### config.mk
export PLATFORM = sky130hd
export DESIGN_NAME = cmd_decode
export DESIGN_NICKNAME = d
export VERILOG_FILES = /design/src/verilog/trs_cmd_pkg.sv /design/src/verilog/cmd_decode.sv
export SDC_FILE = /design/constraint.sdc
export NUM_CORES = 1
export LEC_CHECK = 0
export BUFFER_PORTS_ARGS = -buffer_cell sky130_fd_sc_hd__buf_4
export CAP_MARGIN = 30
export CELL_PAD_IN_SITES_DETAIL_PLACEMENT = 1
export CELL_PAD_IN_SITES_GLOBAL_PLACEMENT = 2
export CORE_MARGIN = 1
export CORE_UTILIZATION = 25
export DETAILED_ROUTE_END_ITERATION = 16
export PLACE_DENSITY_LB_ADDON = 0.1
export SLEW_MARGIN = 20
export SYNTH_ARGS = -nofsm -noshare
export SYNTH_HDL_FRONTEND = slang
export SYNTH_SLANG_ARGS = --single-unit
### constraint.sdc
create_clock -name clk -period 1.85 [get_ports clk]
set_clock_uncertainty 0.2 [all_clocks]
set_input_delay 0.37 -clock clk [delete_from_list [all_inputs] [get_ports clk]]
set_output_delay 0.37 -clock clk [all_outputs]
set_load 0.005 [all_outputs]
### src/verilog/trs_cmd_pkg.sv
package trs_cmd_pkg;

  // command opcodes as sent by the ESP
  // any other byte value is an unknown command and is ignored
  typedef enum logic [7:0] {
    get_cookie  = 8'd0,   // reply COOKIE
    bram_poke   = 8'd1,   // addr lo, addr hi, data
    bram_peek   = 8'd2,   // addr lo, addr hi, reply data
    get_version = 8'd15   // reply {major, minor}
  } cmd_op_e;

  // decoder states
  typedef enum logic {
    idle        = 1'b0,   // waiting for an opcode
    read_params = 1'b1    // collecting parameter bytes
  } dec_state_e;

  // magic byte so the ESP can tell the board is alive
  localparam logic [7:0] COOKIE = 8'haf;

  // version reply packs major in [7:5], minor in [4:0]
  localparam logic [2:0] VERSION_MAJOR = 3'd0;
  localparam logic [4:0] VERSION_MINOR = 5'd3;

  // largest parameter count of any command (poke)
  // also the depth of the parameter register set
  localparam int MAX_PARAMS = 3;

endpackage

### src/verilog/cmd_decode.sv
`timescale 1ns/1ns

module cmd_decode (
  input  logic                 clk,
  input  logic                 arst_n,
  input  logic [7:0]           rx_byte,
  input  logic                 rx_valid,
  input  logic                 frame_start,
  output logic                 action,
  output trs_cmd_pkg::cmd_op_e op,
  output logic [7:0]           param0,
  output logic [7:0]           param1,
  output logic [7:0]           param2
);

  import trs_cmd_pkg::*;

  localparam int CNT_W = $clog2(MAX_PARAMS + 1); // holds 0..MAX_PARAMS
  localparam int IDX_W = $clog2(MAX_PARAMS);     // slot index

  dec_state_e       state;
  logic [CNT_W-1:0] remaining;  // parameter bytes still to come
  logic [IDX_W-1:0] idx;        // next parameter slot
  logic             has_reply;  // command in flight answers back
  logic             skip_next;  // next byte is the reply slot, filler only
  logic             take_byte;  // byte counts for the decoder
  logic [7:0]       params [MAX_PARAMS];

  // filler byte during a reply is not a command byte
  assign take_byte = rx_valid & ~skip_next & ~frame_start;

  always_ff @(posedge clk or negedge arst_n) begin
    if (!arst_n) begin
      state     <= idle;
      remaining <= '0;
      idx       <= '0;
      has_reply <= 1'b0;
      skip_next <= 1'b0;
      action    <= 1'b0;
      op        <= get_cookie;
    end else begin
      action <= 1'b0;
      if (frame_start) begin
        // new frame aborts whatever was half collected
        state     <= idle;
        remaining <= '0;
        idx       <= '0;
        skip_next <= 1'b0;
      end else if (rx_valid && skip_next) begin
        skip_next <= 1'b0; // reply slot consumed
      end else if (take_byte) begin
        case (state)
          idle: begin
            op  <= cmd_op_e'(rx_byte);
            idx <= '0;
            case (cmd_op_e'(rx_byte))
              get_cookie, get_version: begin
                action    <= 1'b1; // no params, run at once
                skip_next <= 1'b1;
              end
              bram_poke: begin
                remaining <= CNT_W'(3);
                has_reply <= 1'b0;
                state     <= read_params;
              end
              bram_peek: begin
                remaining <= CNT_W'(2);
                has_reply <= 1'b1;
                state     <= read_params;
              end
              default: ; // unknown opcode, stay idle
            endcase
          end
          read_params: begin
            idx <= idx + IDX_W'(1);
            if (remaining == CNT_W'(1)) begin
              action    <= 1'b1;      // last param in
              skip_next <= has_reply;
              state     <= idle;
            end
            remaining <= remaining - CNT_W'(1);
          end
          default: state <= idle;
        endcase
      end
    end
  end

  // parameter slots, kept until overwritten by the next command
  always_ff @(posedge clk) begin
    if (take_byte && state == read_params) begin
      params[idx] <= rx_byte;
    end
  end

  assign param0 = params[0]; // addr low
  assign param1 = params[1]; // addr high
  assign param2 = params[2]; // poke data

endmodule

---- Word-level counts from Yosys, hierarchy flattened ----
Memory sizes are Yosys's and may differ from the RTL's.
Cells that the tools add are included.
W data, S select, Z words.
word-level totals
  register bits after elaboration ......... 16
  input port bits ......................... 12
  bits in writable memories ............... 24
  logic and storage cells ................. 67
  memories ................................ 1
  output and inout port bits .............. 33
memories
  name    words  width  read ports  clocked after memory_dff  wr ports  RTL line          text
  params  3      8      3           0                         1         cmd_decode.sv:27  logic [7:0] params [MAX_PARAMS];
cells by class
  equality and inequality tests ........... 8
  add/subtract/negate cells ............... 2
  muxes and demuxes ....................... 30
  reduce and logical (&&, ||, !) cells .... 13
  bitwise gates (word level) .............. 6
operators by type and width
  cell                   number
  $mux W1                17
  $mux W2                6
  $pmux W2 S2            3
  $eq A8 B1 Y1 const B   1
  $eq A8 B2 Y1 const B   1
  $eq A8 B4 Y1 const B   1
  $logic_not A8 Y1       1
  $ne A4 B2 Y1 const B   2
  $pmux W1 S2            4
  $reduce_and A3 Y1      2
  $reduce_and A5 Y1      1
  $ne A4 B3 Y1 const B   1
  $not A1 Y1             4
  $reduce_and A4 Y1      1
  $reduce_bool A2 Y1     2
  $reduce_or A2 Y1       2
  $reduce_bool A3 Y1     1
  $add A2 B1 Y2 const B  1
  $and A1 B1 Y1          2
  $eq A2 B1 Y1 const B   1
  $logic_and A1 B1 Y1    2
  $ne A2 B2 Y1 const B   1
  $reduce_and A2 Y1      1
  $sub A2 B1 Y2 const B  1

---- Depth between registers and ports, before layout ----
Gate-level depths: netlist (run 1).
  word-level depth ........................ 7
  gate-level depth with buffers ........... 5
  depth with buffers taken out ............ 5

---- Least setup slack after synthesis (run 1) ----
OpenSTA, ideal clock, no wires.
  path kind ............................... input to register
  start point ............................. input rx_byte[5]
  end point ............................... register has_reply
  stages on the path ...................... 4
  buffers on the path ..................... 0
  arrival time ............................ 1,389 ps
  path slack .............................. 142 ps
  library setup time ...................... 119 ps
  data required time ...................... 1,531 ps
  cell sequence ........................... or4_4 -> nor3_2 -> a31oi_1 -> o21a_1
between the ends
  word-level cells in the longest chain between the ends .. 3
  elaborated cells on any way between the ends .. 5
  those cells by class .................... 2 x eq/ne; 1 x mux; 2 x reduce/logical
ends and longest elaborated chain
  element                                       RTL line          text
  start, declared                               cmd_decode.sv:6   input logic [7:0] rx_byte,
  $eq A8 B2 Y1 or $eq A8 B1 Y1 (tied branches)  cmd_decode.sv:56  case (cmd_op_e'(rx_byte))
  $reduce_bool A2 Y1 (no line)                  -
  $reduce_and A5 Y1 (no line)                   -
  end signal, assigned                          cmd_decode.sv:37  has_reply <= 1'b0;
  end signal, assigned                          cmd_decode.sv:63  has_reply <= 1'b0;
  end signal, assigned                          cmd_decode.sv:68  has_reply <= 1'b1;
  end, declared                                 cmd_decode.sv:24  logic has_reply;
Parallel ways exist; a longest one is shown, timed or not.
A chain may end at the register's enable or synchronous reset.

---- Final worst setup path (run 1) ----
  start point ............................. register skip_next
  end point ............................... register op[0]
between the ends
  word-level cells in the longest chain between the ends .. 4
  elaborated cells on any way between the ends .. 6
  those cells by class .................... 4 x bitwise; 2 x reduce/logical
ends and longest elaborated chain
  element                        RTL line          text
  start, declared                cmd_decode.sv:25  logic skip_next;
  start signal, assigned         cmd_decode.sv:78  skip_next <= has_reply;
  $not A1 Y1                     cmd_decode.sv:30  assign take_byte = rx_valid & ~skip_next & ~frame_start;
  $and A1 B1 Y1 (2 in a row)     cmd_decode.sv:30
  $reduce_and A4 Y1 (no line) *  -
  end signal, assigned           cmd_decode.sv:40  op <= get_cookie;
  end signal, assigned           cmd_decode.sv:54  op <= cmd_op_e'(rx_byte);
  end, declared                  cmd_decode.sv:10  output trs_cmd_pkg::cmd_op_e op,
Mark *: on every way between the ends. The rest lies on a longest branch, timed or not.

==> impl_summary.md, run 1 <==
Floorplanning
The floorplan die width is just over 80 um. The number of ports placed on the die boundary is 45. The total number of placement rows is 28. The die covers 0.00664 mm^2.

For this configuration, the core starts out at a cell density of approximately a quarter. The overall die height is 81.5 um. The total core area is roughly 0.006 mm^2.

Worst setup path
The top fanout value on the critical path is 9. The worst reg-to-reg setup slack is 180 ps. STA classifies the critical path endpoint as a flop. On the worst path, the slowest cell contributes a delay of approximately 400 ps. The start of the worst register-to-register path is skip_next. Walking the worst path, the cells encountered are nor2b_1 > buf_4 > nand2_1 > mux2_1. The arrival time at the worst endpoint is 1650 ps. The buffers plus inverters on the worst setup path is 1. The number of cells on the worst reg-to-reg path is 4. The sort of element at the start of the critical path is a flop. The worst-path cell with the longest stage delay is sky130_fd_sc_hd__dfrtp_1. Broken down by cell family, the worst path's largest delay share belongs to flip-flops. The critical path is of the flop to flop type. The destination of the worst register-to-register timing path is op[0]. The origin of the worst setup path is skip_next.

For the worst setup path, the data required time is 1830 ps.

GRT
The overall routing resource usage is 11.9%. The initial antenna violation count is 0. Global routing finished with a remaining overflow of 0. The via count of the first global-routing pass is 1068. Entering global routing, the biggest net connects 17 pins. The wire length of the first global-routing pass is 5.52 mm.

Clocking
TritonCTS built the clock tree. The post-cts gate resize count is 0. The total setup buffers inserted after CTS is 0. The latest clock arrival within the worst-skew pair is 300 ps. The clock input transition at the sequential cells of the worst setup and hold paths is around 80 ps. The clock buffer count from CTS is 5. The cell sitting at the root of the clock tree is a sky130_fd_sc_hd__clkbuf_8.

The tree built by TritonCTS fans out to 40 sinks. The maximum level of the CTS H-tree is 2. Buffers inserted to repair hold after CTS numbered 1.

The clock passes through at most 2 buffers.

Synth
After synthesis, the share of cell area in mux cells is around 6.4%. The post-synthesis instance total is between 100 and 150. The synthesized area divided by synthesized cell count is roughly 15 um^2. The count of warnings emitted by yosys is 0.

The area fraction in and, or, nand and nor cells after synthesis is just under 10%. The synthesized-area fraction occupied by xor and xnor cells is 0.555%. In this run, distinct cell masters in the synthesized netlist total 32.

The combinational family with the most area after synthesis is simple AND/OR/NAND/NOR gates. By area the synthesized netlist is led by sky130_fd_sc_hd__edfxtp_1 (46%), sky130_fd_sc_hd__dfrtp_1 (25%), sky130_fd_sc_hd__mux2_2 (5.0%). The sequential cell area fraction in the yosys report is 71.0%. Summing the areas of all compound-gate instances in the mapped netlist gives between 7 and 8% of the synthesized area. The cell area that synthesis handed to floorplanning was about 0.0016 mm^2.

The post-synth net total is around 120. The biggest area consumer among synthesized cells is sky130_fd_sc_hd__edfxtp_1. The flip-flop and latch count after synthesis is 40. The portion of synthesized cell area occupied by the leading cell type is between 40 and 50%. Summing the areas of all fa, ha and maj instances in the mapped netlist gives under 10% of the synthesized area.

Detailed routing
The average via count per standard cell is 4.42. The DRC marker count from the first detailed-route iteration is 21. Wires add up to 3.49 mm.

The iteration count of the initial detailed-routing pass is 4. The via count of the routed design is 1079. After detailed routing, the average wire length per cell comes to 14.3 um.

In this run the remaining antenna-violating nets after routing total 0. In the routed design, unresolved DRC markers number 0.

Hold path
The capture endpoint of the worst hold path is remaining[1]. The origin of the worst min-delay path is frame_start. The path class of the lowest-slack min-delay path is input port to flop.

Along the worst hold path, the cell count comes to 2.

Place
Summed over all nets, the half-perimeter wirelength after detailed placement is 2.65 mm. Timing analysis after detailed placement gives a worst setup slack of -119 ps. The routability congestion estimate is about 0.75. Input and output buffers added on the ports amount to 44.

Timing
The maximum operating frequency is 598 MHz. The worst-case setup margin in the final layout is approximately 180 ps. The hold violation total from the final report is 0. Setup repair after global routing left no endpoint under its margin. Setup violations remaining at the end of the flow were counted as 0. For the finished layout, the period the worst path requires is 1670 ps.

The measured slew at the worst slew-check pin is 407 ps. The final count of pins violating max slew is 0. The final cycle utilization of the critical path is 90.5%. The headroom to the max-slew limit is between 70% and 80%.

Power
Dividing total power by cell area gives a power density of a little over 800 mW/mm^2. In this run the static leakage power is 0.925 nW. Summing internal, switching and leakage power gives between 0.0015 and 0.002 W. The worst voltage drop across the vdd grid is about 0.41 mV.

Finish
The fill cell instance count of the final layout is roughly 650. The count of inserted antenna diode cells is 0. The layout cell share with drive strength beyond 1 is about 46%. The number of nets in the layout is 184. The area added between synthesis and finish is 43.0%.

Flow run
The total of max-cap violations is 0.

Run status
The run finished with clean final reports.
## worst max-delay path by stage
stage                         endpoint  slack (ps)  depth (start not counted)
after floorplan              has_reply         140                          4
after global placement       has_reply         -80                          5
after detailed placement  remaining[1]        -120                          5
after CTS                        op[1]         140                          4
after global routing             op[1]          60                          4
final                            op[0]         180                          4
## power breakdown
| group | internal (W) | leakage (nW) | total [W] | switching, W |
|---|---|---|---|---|
| Combinational | 0.0000879 | 0.449 | 0.000155 | 0.0000674 |
| Sequential | 0.000973 | 0.421 | 0.000987 | 0.0000141 |
| Clock | 0.000406 | 0.0548 | 0.000728 | 0.000322 |
## metrics by stage
stage / util [%] / setup TNS, ps / instance area, um^2 / cells / hold slack (ps)
after floorplan: - / 0 / 1580 / 105 / -126
after global placement: 35.6 / -266 / 2130 / 235 / 49.9
after CTS: 37.7 / 0 / 2260 / 244 / 86.2
after global routing: 37.7 / 0 / 2260 / 244 / 88.9
final: 37.7 / 0 / 2260 / 244 / 94.6
after detailed placement: 35.6 / -444 / 2130 / 235 / 54.1
## flip-flops by register name (all words and copies together), names as in the netlist
| register | cells |
|---|---|
| params | 24 |
| op | 8 |
| idx | 2 |
| remaining | 2 |
| action | 1 |
| has_reply | 1 |
| skip_next | 1 |
| state | 1 |
## Yosys cell counts, drive strengths merged
cell type	instances
nor2	5
nor3	3
nand3b	1
o21ai	3
nand2	4
dfrtp	16
mux2	9
a31o	1
o21bai	1
xor2	1
and3	2
nand2b	3
a211oi	2
nand3	1
a21o	1
ha	4
clkbuf	2
or4	2
inv	5
edfxtp	24
a41oi	1
nand4	1
a21oi	4
o21a	1
and2	3
buf	1
nor2b	2
a31oi	2
## layer usage
metal | track usage (%) | wire length, um | share of wire, %
met1 | 15.1 | 1610 | 46
met2 | 18.3 | 1610 | 46
met3 | 3.44 | 198 | 5.7
met4 | 5.89 | 67 | 1.9
met5 | 0 | 0 | 0
## kinds of logic (layout without fill, tap and decap cells)
kind of cell             after synthesis  after routing
flip-flops                            40             40
AND/OR/NAND/NOR                       27             27
AO/OA/AOI/OAI                         16             16
multiplexers                           9              9
buffers and inverters                  8             72
adder cells (fa/ha/maj)                4              4
XOR/XNOR                               1              1
## final cells by class
| class | instances | area, um^2 | area share (%) |
|---|---|---|---|
| clock inverters | 3 | 46.3 | 2.05 |
| multi-input cells | 57 | 427 | 18.9 |
| repair buffers | 59 | 483 | 21.4 |
| flip-flops and latches | 40 | 1120 | 49.6 |
| well taps | 75 | 93.8 | 4.16 |
| inverters | 5 | 18.8 | 0.831 |
| clock buffers | 5 | 68.8 | 3.05 |
## placed cells by master (no fill, tap or decap), drive strengths merged, types with 2 or more instances in the layout
| cell | n |
|---|---|
| edfxtp | 24 |
| buf | 58 |
| or4 | 2 |
| a21oi | 4 |
| inv | 6 |
| nor3 | 3 |
| mux2 | 9 |
| and3 | 2 |
| nor2b | 2 |
| a31oi | 2 |
| ha | 4 |
| nand2b | 3 |
| nor2 | 5 |
| dfrtp | 16 |
| clkbuf | 5 |
| and2 | 3 |
| a211oi | 2 |
| o21ai | 3 |
| nand2 | 4 |
No activity file was read; power rests on OpenSTA's default activity.
==> inputs of run 2 (changes only) <==
--- a/config.mk
+++ b/config.mk
@@ -10,7 +10,7 @@
 export CELL_PAD_IN_SITES_DETAIL_PLACEMENT = 1
 export CELL_PAD_IN_SITES_GLOBAL_PLACEMENT = 2
 export CORE_MARGIN = 1
-export CORE_UTILIZATION = 25
+export CORE_UTILIZATION = 34
 export DETAILED_ROUTE_END_ITERATION = 16
 export PLACE_DENSITY_LB_ADDON = 0.1
 export SLEW_MARGIN = 20
==> impl_summary.md, run 2 (synthesized netlist as in run 1, its figures left out) <==
Worst setup path
The origin of the worst setup path is skip_next (unchanged). The arrival time at the worst endpoint is 1660 ps (was 1650 ps). Series of cell instances along the critical path: nor2b_1 > buf_4 > mux2_2 > a41oi_1 > o21bai_1 (was nor2b_1 > buf_4 > nand2_1 > mux2_1). The buffers plus inverters on the worst setup path is 1 (unchanged). The type of the worst setup path is flop to flop (unchanged).

The required time of the critical path is 1820 ps (was 1830 ps). The worst-path cell with the longest stage delay is sky130_fd_sc_hd__dfrtp_1 (unchanged). The stage delay of the slowest cell on the critical path came to 400 ps (about the same). The start of the worst register-to-register path is skip_next (unchanged). The top fanout value on the critical path was 6 (was 9).

The number of logic stages on the critical path including buffering came to 5 (was 4). The critical path endpoint category is a flop (unchanged). The dominant delay contributor by cell family on the critical path is flip-flops (unchanged). The sort of element at the start of the critical path is a flop (unchanged). The number of cells on the worst reg-to-reg path was 5 (was 4).

GRT
The via count of the first global-routing pass came to 1182 (was 1068). The overall routing resource usage came to 16.0% (was 11.9%). The overall overflow remaining after global route was 0 (unchanged). The wire length of the first global-routing pass is 6.03 mm (was 5.52 mm). The initial antenna violation count is 0 (unchanged). The pin count of the biggest net entering global routing is 17 (unchanged).

Timing
The maximum operating frequency came to 592 MHz (was 598 MHz). The total negative setup slack is 0 ps (unchanged). The minimum period implied by the final worst setup slack was 1690 ps (was 1670 ps).

The headroom to the max-slew limit is 77.8% (was 72.8%). The hold violation total from the final report was 0 (unchanged). The measured slew at the worst slew-check pin came to 332 ps (was 407 ps). RSZ-0062 raised after global routing: false (unchanged).

The final count of pins violating max slew is 0 (unchanged). The final setup violation count came to 0 (unchanged). The final cycle utilization of the critical path came to 91.3% (was 90.5%).

Power
The post-route total power is 0.00169 W (was 0.00187 W). The power density over the cells is 773 mW/mm^2 (was 828 mW/mm^2). The leakage power is 0.915 nW (was 0.925 nW). The worst voltage drop across the vdd grid is 0.285 mV (was 0.409 mV).

Finish
The number of flip-flops under the largest register name is 24 (unchanged). The footprint of the multi-input gates is 427 um^2 (unchanged). The most common cell after layout, fill and taps aside is sky130_fd_sc_hd__buf_4 (unchanged). The number of nets in the layout was 185 (was 184). The fill cell instance count of the final layout was 446 (was 645). The register with the highest flop count was params (unchanged). The register area was 0.00112 mm^2 (unchanged). The count of inserted antenna diode cells was 0 (unchanged). The layout cell share with drive strength beyond 1 is 44.7% (was 45.6%). The area of all placed cells without fillers was 0.00219 mm^2 (was 0.00226 mm^2). Top library cells by usage in the layout, fill and taps aside: sky130_fd_sc_hd__buf_4 (57), sky130_fd_sc_hd__edfxtp_1 (24), sky130_fd_sc_hd__dfrtp_1 (16) (was sky130_fd_sc_hd__buf_4 (55), sky130_fd_sc_hd__edfxtp_1 (24), sky130_fd_sc_hd__dfrtp_1 (16)).

The area added between synthesis and finish is 38.7% (was 43.0%). The number of standard cells in the layout, taps in and fillers out is 222 (was 244). Top Registers: params (24), op (8) (unchanged).

The final cell utilization of the core is 49.6% (was 37.7%).

Floorplanning
The total number of placement rows was 24 (was 28). The starting utilization of the core area was 35.8% (was 26.4%). The total core area is 0.00441 mm^2 (was 0.00599 mm^2). The number of ports placed on the die boundary is 45 (unchanged).

The area of the die is 0.00492 mm^2 (was 0.00664 mm^2). The floorplan die width came to 70.2 um (was 81.5 um). The overall die height was 70.2 um (was 81.5 um).

Place
The detailed placement HPWL was 2.67 mm (was 2.65 mm). The cell count after placement is 213 (was 235). The routability congestion estimate is 0.708 (was 0.750). The total of buffers placed on input and output ports came to 44 (unchanged).

The placed standard-cell area came to 0.00210 mm^2 (was 0.00213 mm^2).

Clocking
The CTS tree is done (unchanged). The latest clock arrival within the worst-skew pair is 280 ps (was 300 ps). The clock buffer count from CTS came to 5 (unchanged). The buffer cell driving the clock tree root is sky130_fd_sc_hd__clkbuf_8 (unchanged). The clock input transition at the sequential cells of the worst setup and hold paths is 70 ps (was 80 ps).

The maximum level of the CTS H-tree was 2 (unchanged). The deepest clock path buffer count is 2 (unchanged). The total setup buffers inserted after CTS is 0 (unchanged). The post-cts gate resize count was 0 (unchanged). The clock net sink count was 40 (unchanged).

Run status
Status: completed (unchanged).

Hold path
The path class of the lowest-slack min-delay path is input port to flop (unchanged). The cell depth of the worst min-delay path is 1 (was 2). The origin of the worst min-delay path is rx_byte[5] (was frame_start).

Detailed routing
The post-detailed-route count of antenna-violating nets is 0 (unchanged). The via count of the routed design was 1086 (was 1079). The routed length per placed instance is 15.8 um (was 14.3 um).

The overall routed net length came to 3.52 mm (was 3.49 mm). The DRC marker count from the first detailed-route iteration is 66 (was 21). The average via count per standard cell is 4.89 (was 4.42). The iteration count of the initial detailed-routing pass came to 4 (unchanged). The DRC violations left is 0 (unchanged).

Flow run
The total of max-cap violations is 0 (unchanged).
run 2: routing by layer:
layer | track usage [%] | part of all wire (%)
met5 | 0 | 0
met4 | 4.67 | 0.48
met3 | 4.33 | 4.1
met2 | 26.9 | 52
met1 | 20.3 | 44
run 2: final timing paths:
path	end	slack (ps)
worst min-delay path	params[2][5]	110
worst max-delay path	remaining[0]	160
min in group asynchronous	op[6]	280
max in group asynchronous	op[5]	980
worst max register to register	remaining[0]	160
worst min register to register	op[0]	300
run 2: what timing repair did:
item / in CTS / in global routing
hold endpoints to repair: 16 / 0
hold buffers: 1 / 0
setup endpoints to repair: 0 / 0
run 2: stage by stage:
step	hold WS [ps]	worst slack (ps)
4_1_cts	99.3	156
3_5_place_dp	49.5	-107
2_1_floorplan	-126	142
5_1_grt	100	40.1
3_3_place_gp	47.6	-85.4
6_report	108	161
run 2: final cells by class:
| type | count | area share (%) |
|---|---|---|
| clock buffers | 7 | 3.48 |
| clock inverters | 1 | 0.228 |
| inverters | 5 | 0.857 |
| multi-input cells | 57 | 19.5 |
| flip-flops and latches | 40 | 51.2 |
| well taps | 52 | 2.97 |
| repair buffers | 60 | 21.8 |
run 2: power by group:
part / total [W] / leakage (nW) / switching [W] / internal, W
registers: 0.000988 / 0.421 / 0.0000147 / 0.000974
logic: 0.000155 / 0.452 / 0.0000670 / 0.0000879
clock network: 0.000550 / 0.0422 / 0.000285 / 0.000265
==> inputs of run 3 (changes only) <==
--- a/config.mk
+++ b/config.mk
@@ -12,6 +12,7 @@
 export CORE_MARGIN = 1
 export CORE_UTILIZATION = 34
 export DETAILED_ROUTE_END_ITERATION = 16
+export MAX_ROUTING_LAYER = met4
 export PLACE_DENSITY_LB_ADDON = 0.1
 export SLEW_MARGIN = 20
 export SYNTH_ARGS = -nofsm -noshare
==> impl_summary.md, run 3 (synthesized netlist as in run 1, its figures left out) <==
Floorplanning
The number of ports placed on the die boundary is 45 (unchanged). The overall die height is 70.2 um (unchanged). The total number of placement rows is 24 (unchanged).

The floorplan die width is 70.2 um (unchanged). The area of the die came to 0.00492 mm^2 (unchanged). The starting utilization of the core area came to 35.8% (unchanged). The total core area is 0.00441 mm^2 (unchanged).

Worst setup path
The type of the worst setup path was flop to flop (unchanged). The buffers plus inverters on the worst setup path is 1 (unchanged). The worst-path cell with the longest stage delay is sky130_fd_sc_hd__dfrtp_1 (unchanged).

The top fanout value on the critical path is 6 (unchanged). The arrival time at the worst endpoint is 1660 ps (about the same). The stage delay of the slowest cell on the critical path came to 400 ps (about the same). The required time of the critical path is 1820 ps (about the same). The number of cells on the worst reg-to-reg path is 5 (unchanged). The destination of the worst register-to-register timing path is remaining[0] (unchanged). The start of the worst register-to-register path is skip_next (unchanged). The critical path endpoint category is a flop (unchanged).

The sort of element at the start of the critical path is a flop (unchanged). The worst reg-to-reg setup slack was 160 ps (about the same). Series of cell instances along the critical path: nor2b_1 > buf_4 > mux2_2 > a41oi_1 > o21bai_1 (unchanged). The dominant delay contributor by cell family on the critical path is flip-flops (unchanged).

Power
The proportion of power drawn by the clock network is 32.4% (was 32.5%). The switching share of power is 21.6% (was 21.7%). The post-route total power is 0.00169 W (about the same).

The switching power summed over all nets was 0.000365 W (was 0.000367 W). The power density over the cells was 772 mW/mm^2 (was 773 mW/mm^2). The leakage power is 0.915 nW (unchanged). The worst voltage drop across the vdd grid is 0.285 mV (about the same). The proportion of power drawn by flip-flops and latches was 58.4% (about the same). The internal portion of total power is 0.00133 W (about the same). The combinational fraction of design power is 9.2% (about the same).

Clocking
The maximum level of the CTS H-tree is 2 (unchanged). The total setup buffers inserted after CTS is 0 (unchanged). The buffer cell driving the clock tree root is sky130_fd_sc_hd__clkbuf_8 (unchanged). The post-cts gate resize count is 0 (unchanged).

The deepest clock path buffer count was 2 (unchanged). The hold buffer count at cts is 1 (unchanged). The latest clock arrival within the worst-skew pair was 280 ps (about the same). The clock net sink count is 40 (unchanged). The CTS tree is done (unchanged).

The clock buffer count from CTS is 5 (unchanged). The clock input transition at the sequential cells of the worst setup and hold paths was 70 ps (about the same).

Timing
The final setup violation count is 0 (unchanged). The worst-case setup margin in the final layout is 159 ps (was 161 ps). The final count of pins violating max slew came to 0 (unchanged).

The measured slew at the worst slew-check pin was 334 ps (was 332 ps). The hold violation total from the final report was 0 (unchanged). The headroom to the max-slew limit came to 77.6% (was 77.8%). The final cycle utilization of the critical path is 91.4% (was 91.3%).

RSZ-0062 raised after global routing: false (unchanged). The total negative setup slack is 0 ps (unchanged). The maximum operating frequency is 591 MHz (was 592 MHz). The minimum period implied by the final worst setup slack came to 1690 ps (about the same).

GRT
The met1 track demand over resource is 20.4% (was 20.3%). The initial antenna violation count is 0 (unchanged). The most congested layer reported by global routing is met2 (unchanged).

The via count of the first global-routing pass came to 1179 (was 1182). The met3 layer usage reported by global route came to 4.33% (unchanged). The overall overflow remaining after global route was 0 (unchanged). The met2 demand-to-capacity share in global routing was 26.8% (was 26.9%). The wire length of the first global-routing pass came to 6.04 mm (was 6.03 mm).

The overall routing resource usage is 16.5% (was 16.0%). The pin count of the biggest net entering global routing was 17 (unchanged).

Hold path
The path class of the lowest-slack min-delay path was input port to flop (unchanged). The capture endpoint of the worst hold path is params[2][5] (unchanged). The origin of the worst min-delay path is rx_byte[5] (unchanged). The cell depth of the worst min-delay path is 1 (unchanged).

Run status
Status: completed (unchanged).

Finish
The count of inserted antenna diode cells came to 0 (unchanged). Top library cells by usage in the layout, fill and taps aside: sky130_fd_sc_hd__buf_4 (57), sky130_fd_sc_hd__edfxtp_1 (24), sky130_fd_sc_hd__dfrtp_1 (16) (unchanged). Top Registers: params (24), op (8) (unchanged).

The register with the highest flop count is params (unchanged). The area of all placed cells without fillers is 0.00219 mm^2 (unchanged). The number of flip-flops under the largest register name is 24 (unchanged). The number of nets in the layout is 185 (unchanged). The most common cell after layout, fill and taps aside is sky130_fd_sc_hd__buf_4 (unchanged). The fill cell instance count of the final layout is 446 (unchanged).

The area added between synthesis and finish came to 38.7% (unchanged). The layout cell share with drive strength beyond 1 is 44.7% (unchanged).

Detailed routing
The average via count per standard cell came to 4.89 (about the same). The overall routed net length came to 3.52 mm (about the same). The DRC violations left is 0 (unchanged).

The post-detailed-route count of antenna-violating nets is 0 (unchanged). The via count of the routed design came to 1085 (was 1086). The routed length per placed instance is 15.9 um (was 15.8 um).

The DRC marker count from the first detailed-route iteration is 55 (was 66). The iteration count of the initial detailed-routing pass came to 4 (unchanged).

Place
The total of buffers placed on input and output ports is 44 (unchanged). The detailed placement HPWL came to 2.67 mm (unchanged). The placed standard-cell area came to 0.00210 mm^2 (unchanged).

The worst-case setup slack after placement is -107 ps (unchanged). The routability congestion estimate is 0.716 (was 0.708).

Flow run
The total of max-cap violations is 0 (unchanged).
==> run 3: cell counts in the layout (fill, tap and decap cells not counted) <==
No cell type changed its count.
==> run 3: final cells by class <==
type                    instances  area (um^2)  share of cell area, %
clock buffers                   7         76.3                   3.48
flip-flops and latches         40         1120                   51.2
well taps                      52         65.1                   2.97
clock inverters                 1         5.00                  0.228
repair buffers                 60          478                   21.8
multi-input cells              57          427                   19.5
inverters                       5         18.8                  0.857
==> run 3: layer usage <==
layer | part of all wire [%] | vias to the layer above | routed length, um
met3 | 4.0 | 2 | 142
met5 | 0 | - | 0
li1 | - | 509 | -
met1 | 44 | 547 | 1550
met4 | 0.48 | 0 | 17
met2 | 52 | 27 | 1810
==> run 3: worst max-delay path by stage <==
stage                     from      endpoint  slack [ps]  cells past startpoint
floorplan           rx_byte[5]     has_reply         140                      4
global placement    rx_byte[5]     has_reply         -90                      5
detailed placement  rx_byte[5]  remaining[1]        -110                      5
CTS                  skip_next  remaining[0]         160                      5
global route         skip_next  remaining[0]          40                      5
finish               skip_next  remaining[0]         160                      5
==> run 3: power groups by stage <==
stage	combinational (W)	sequential (W)	clock, W
2_1_floorplan	0.0000447	0.00101	0
3_3_place_gp	0.000153	0.00101	0
3_5_place_dp	0.000155	0.00101	0
4_1_cts	0.000158	0.000989	0.000569
5_1_grt	0.000169	0.000993	0.000604
6_report	0.000155	0.000988	0.000548
==> run 3: through the flow <==
step	hold WS [ps]	util (%)	instances
after floorplan	-126	-	105
after global placement	47.6	47.6	213
after detailed placement	49.5	47.6	213
after CTS	99.3	49.6	222
after global routing	100	49.6	222
final	107	49.6	222
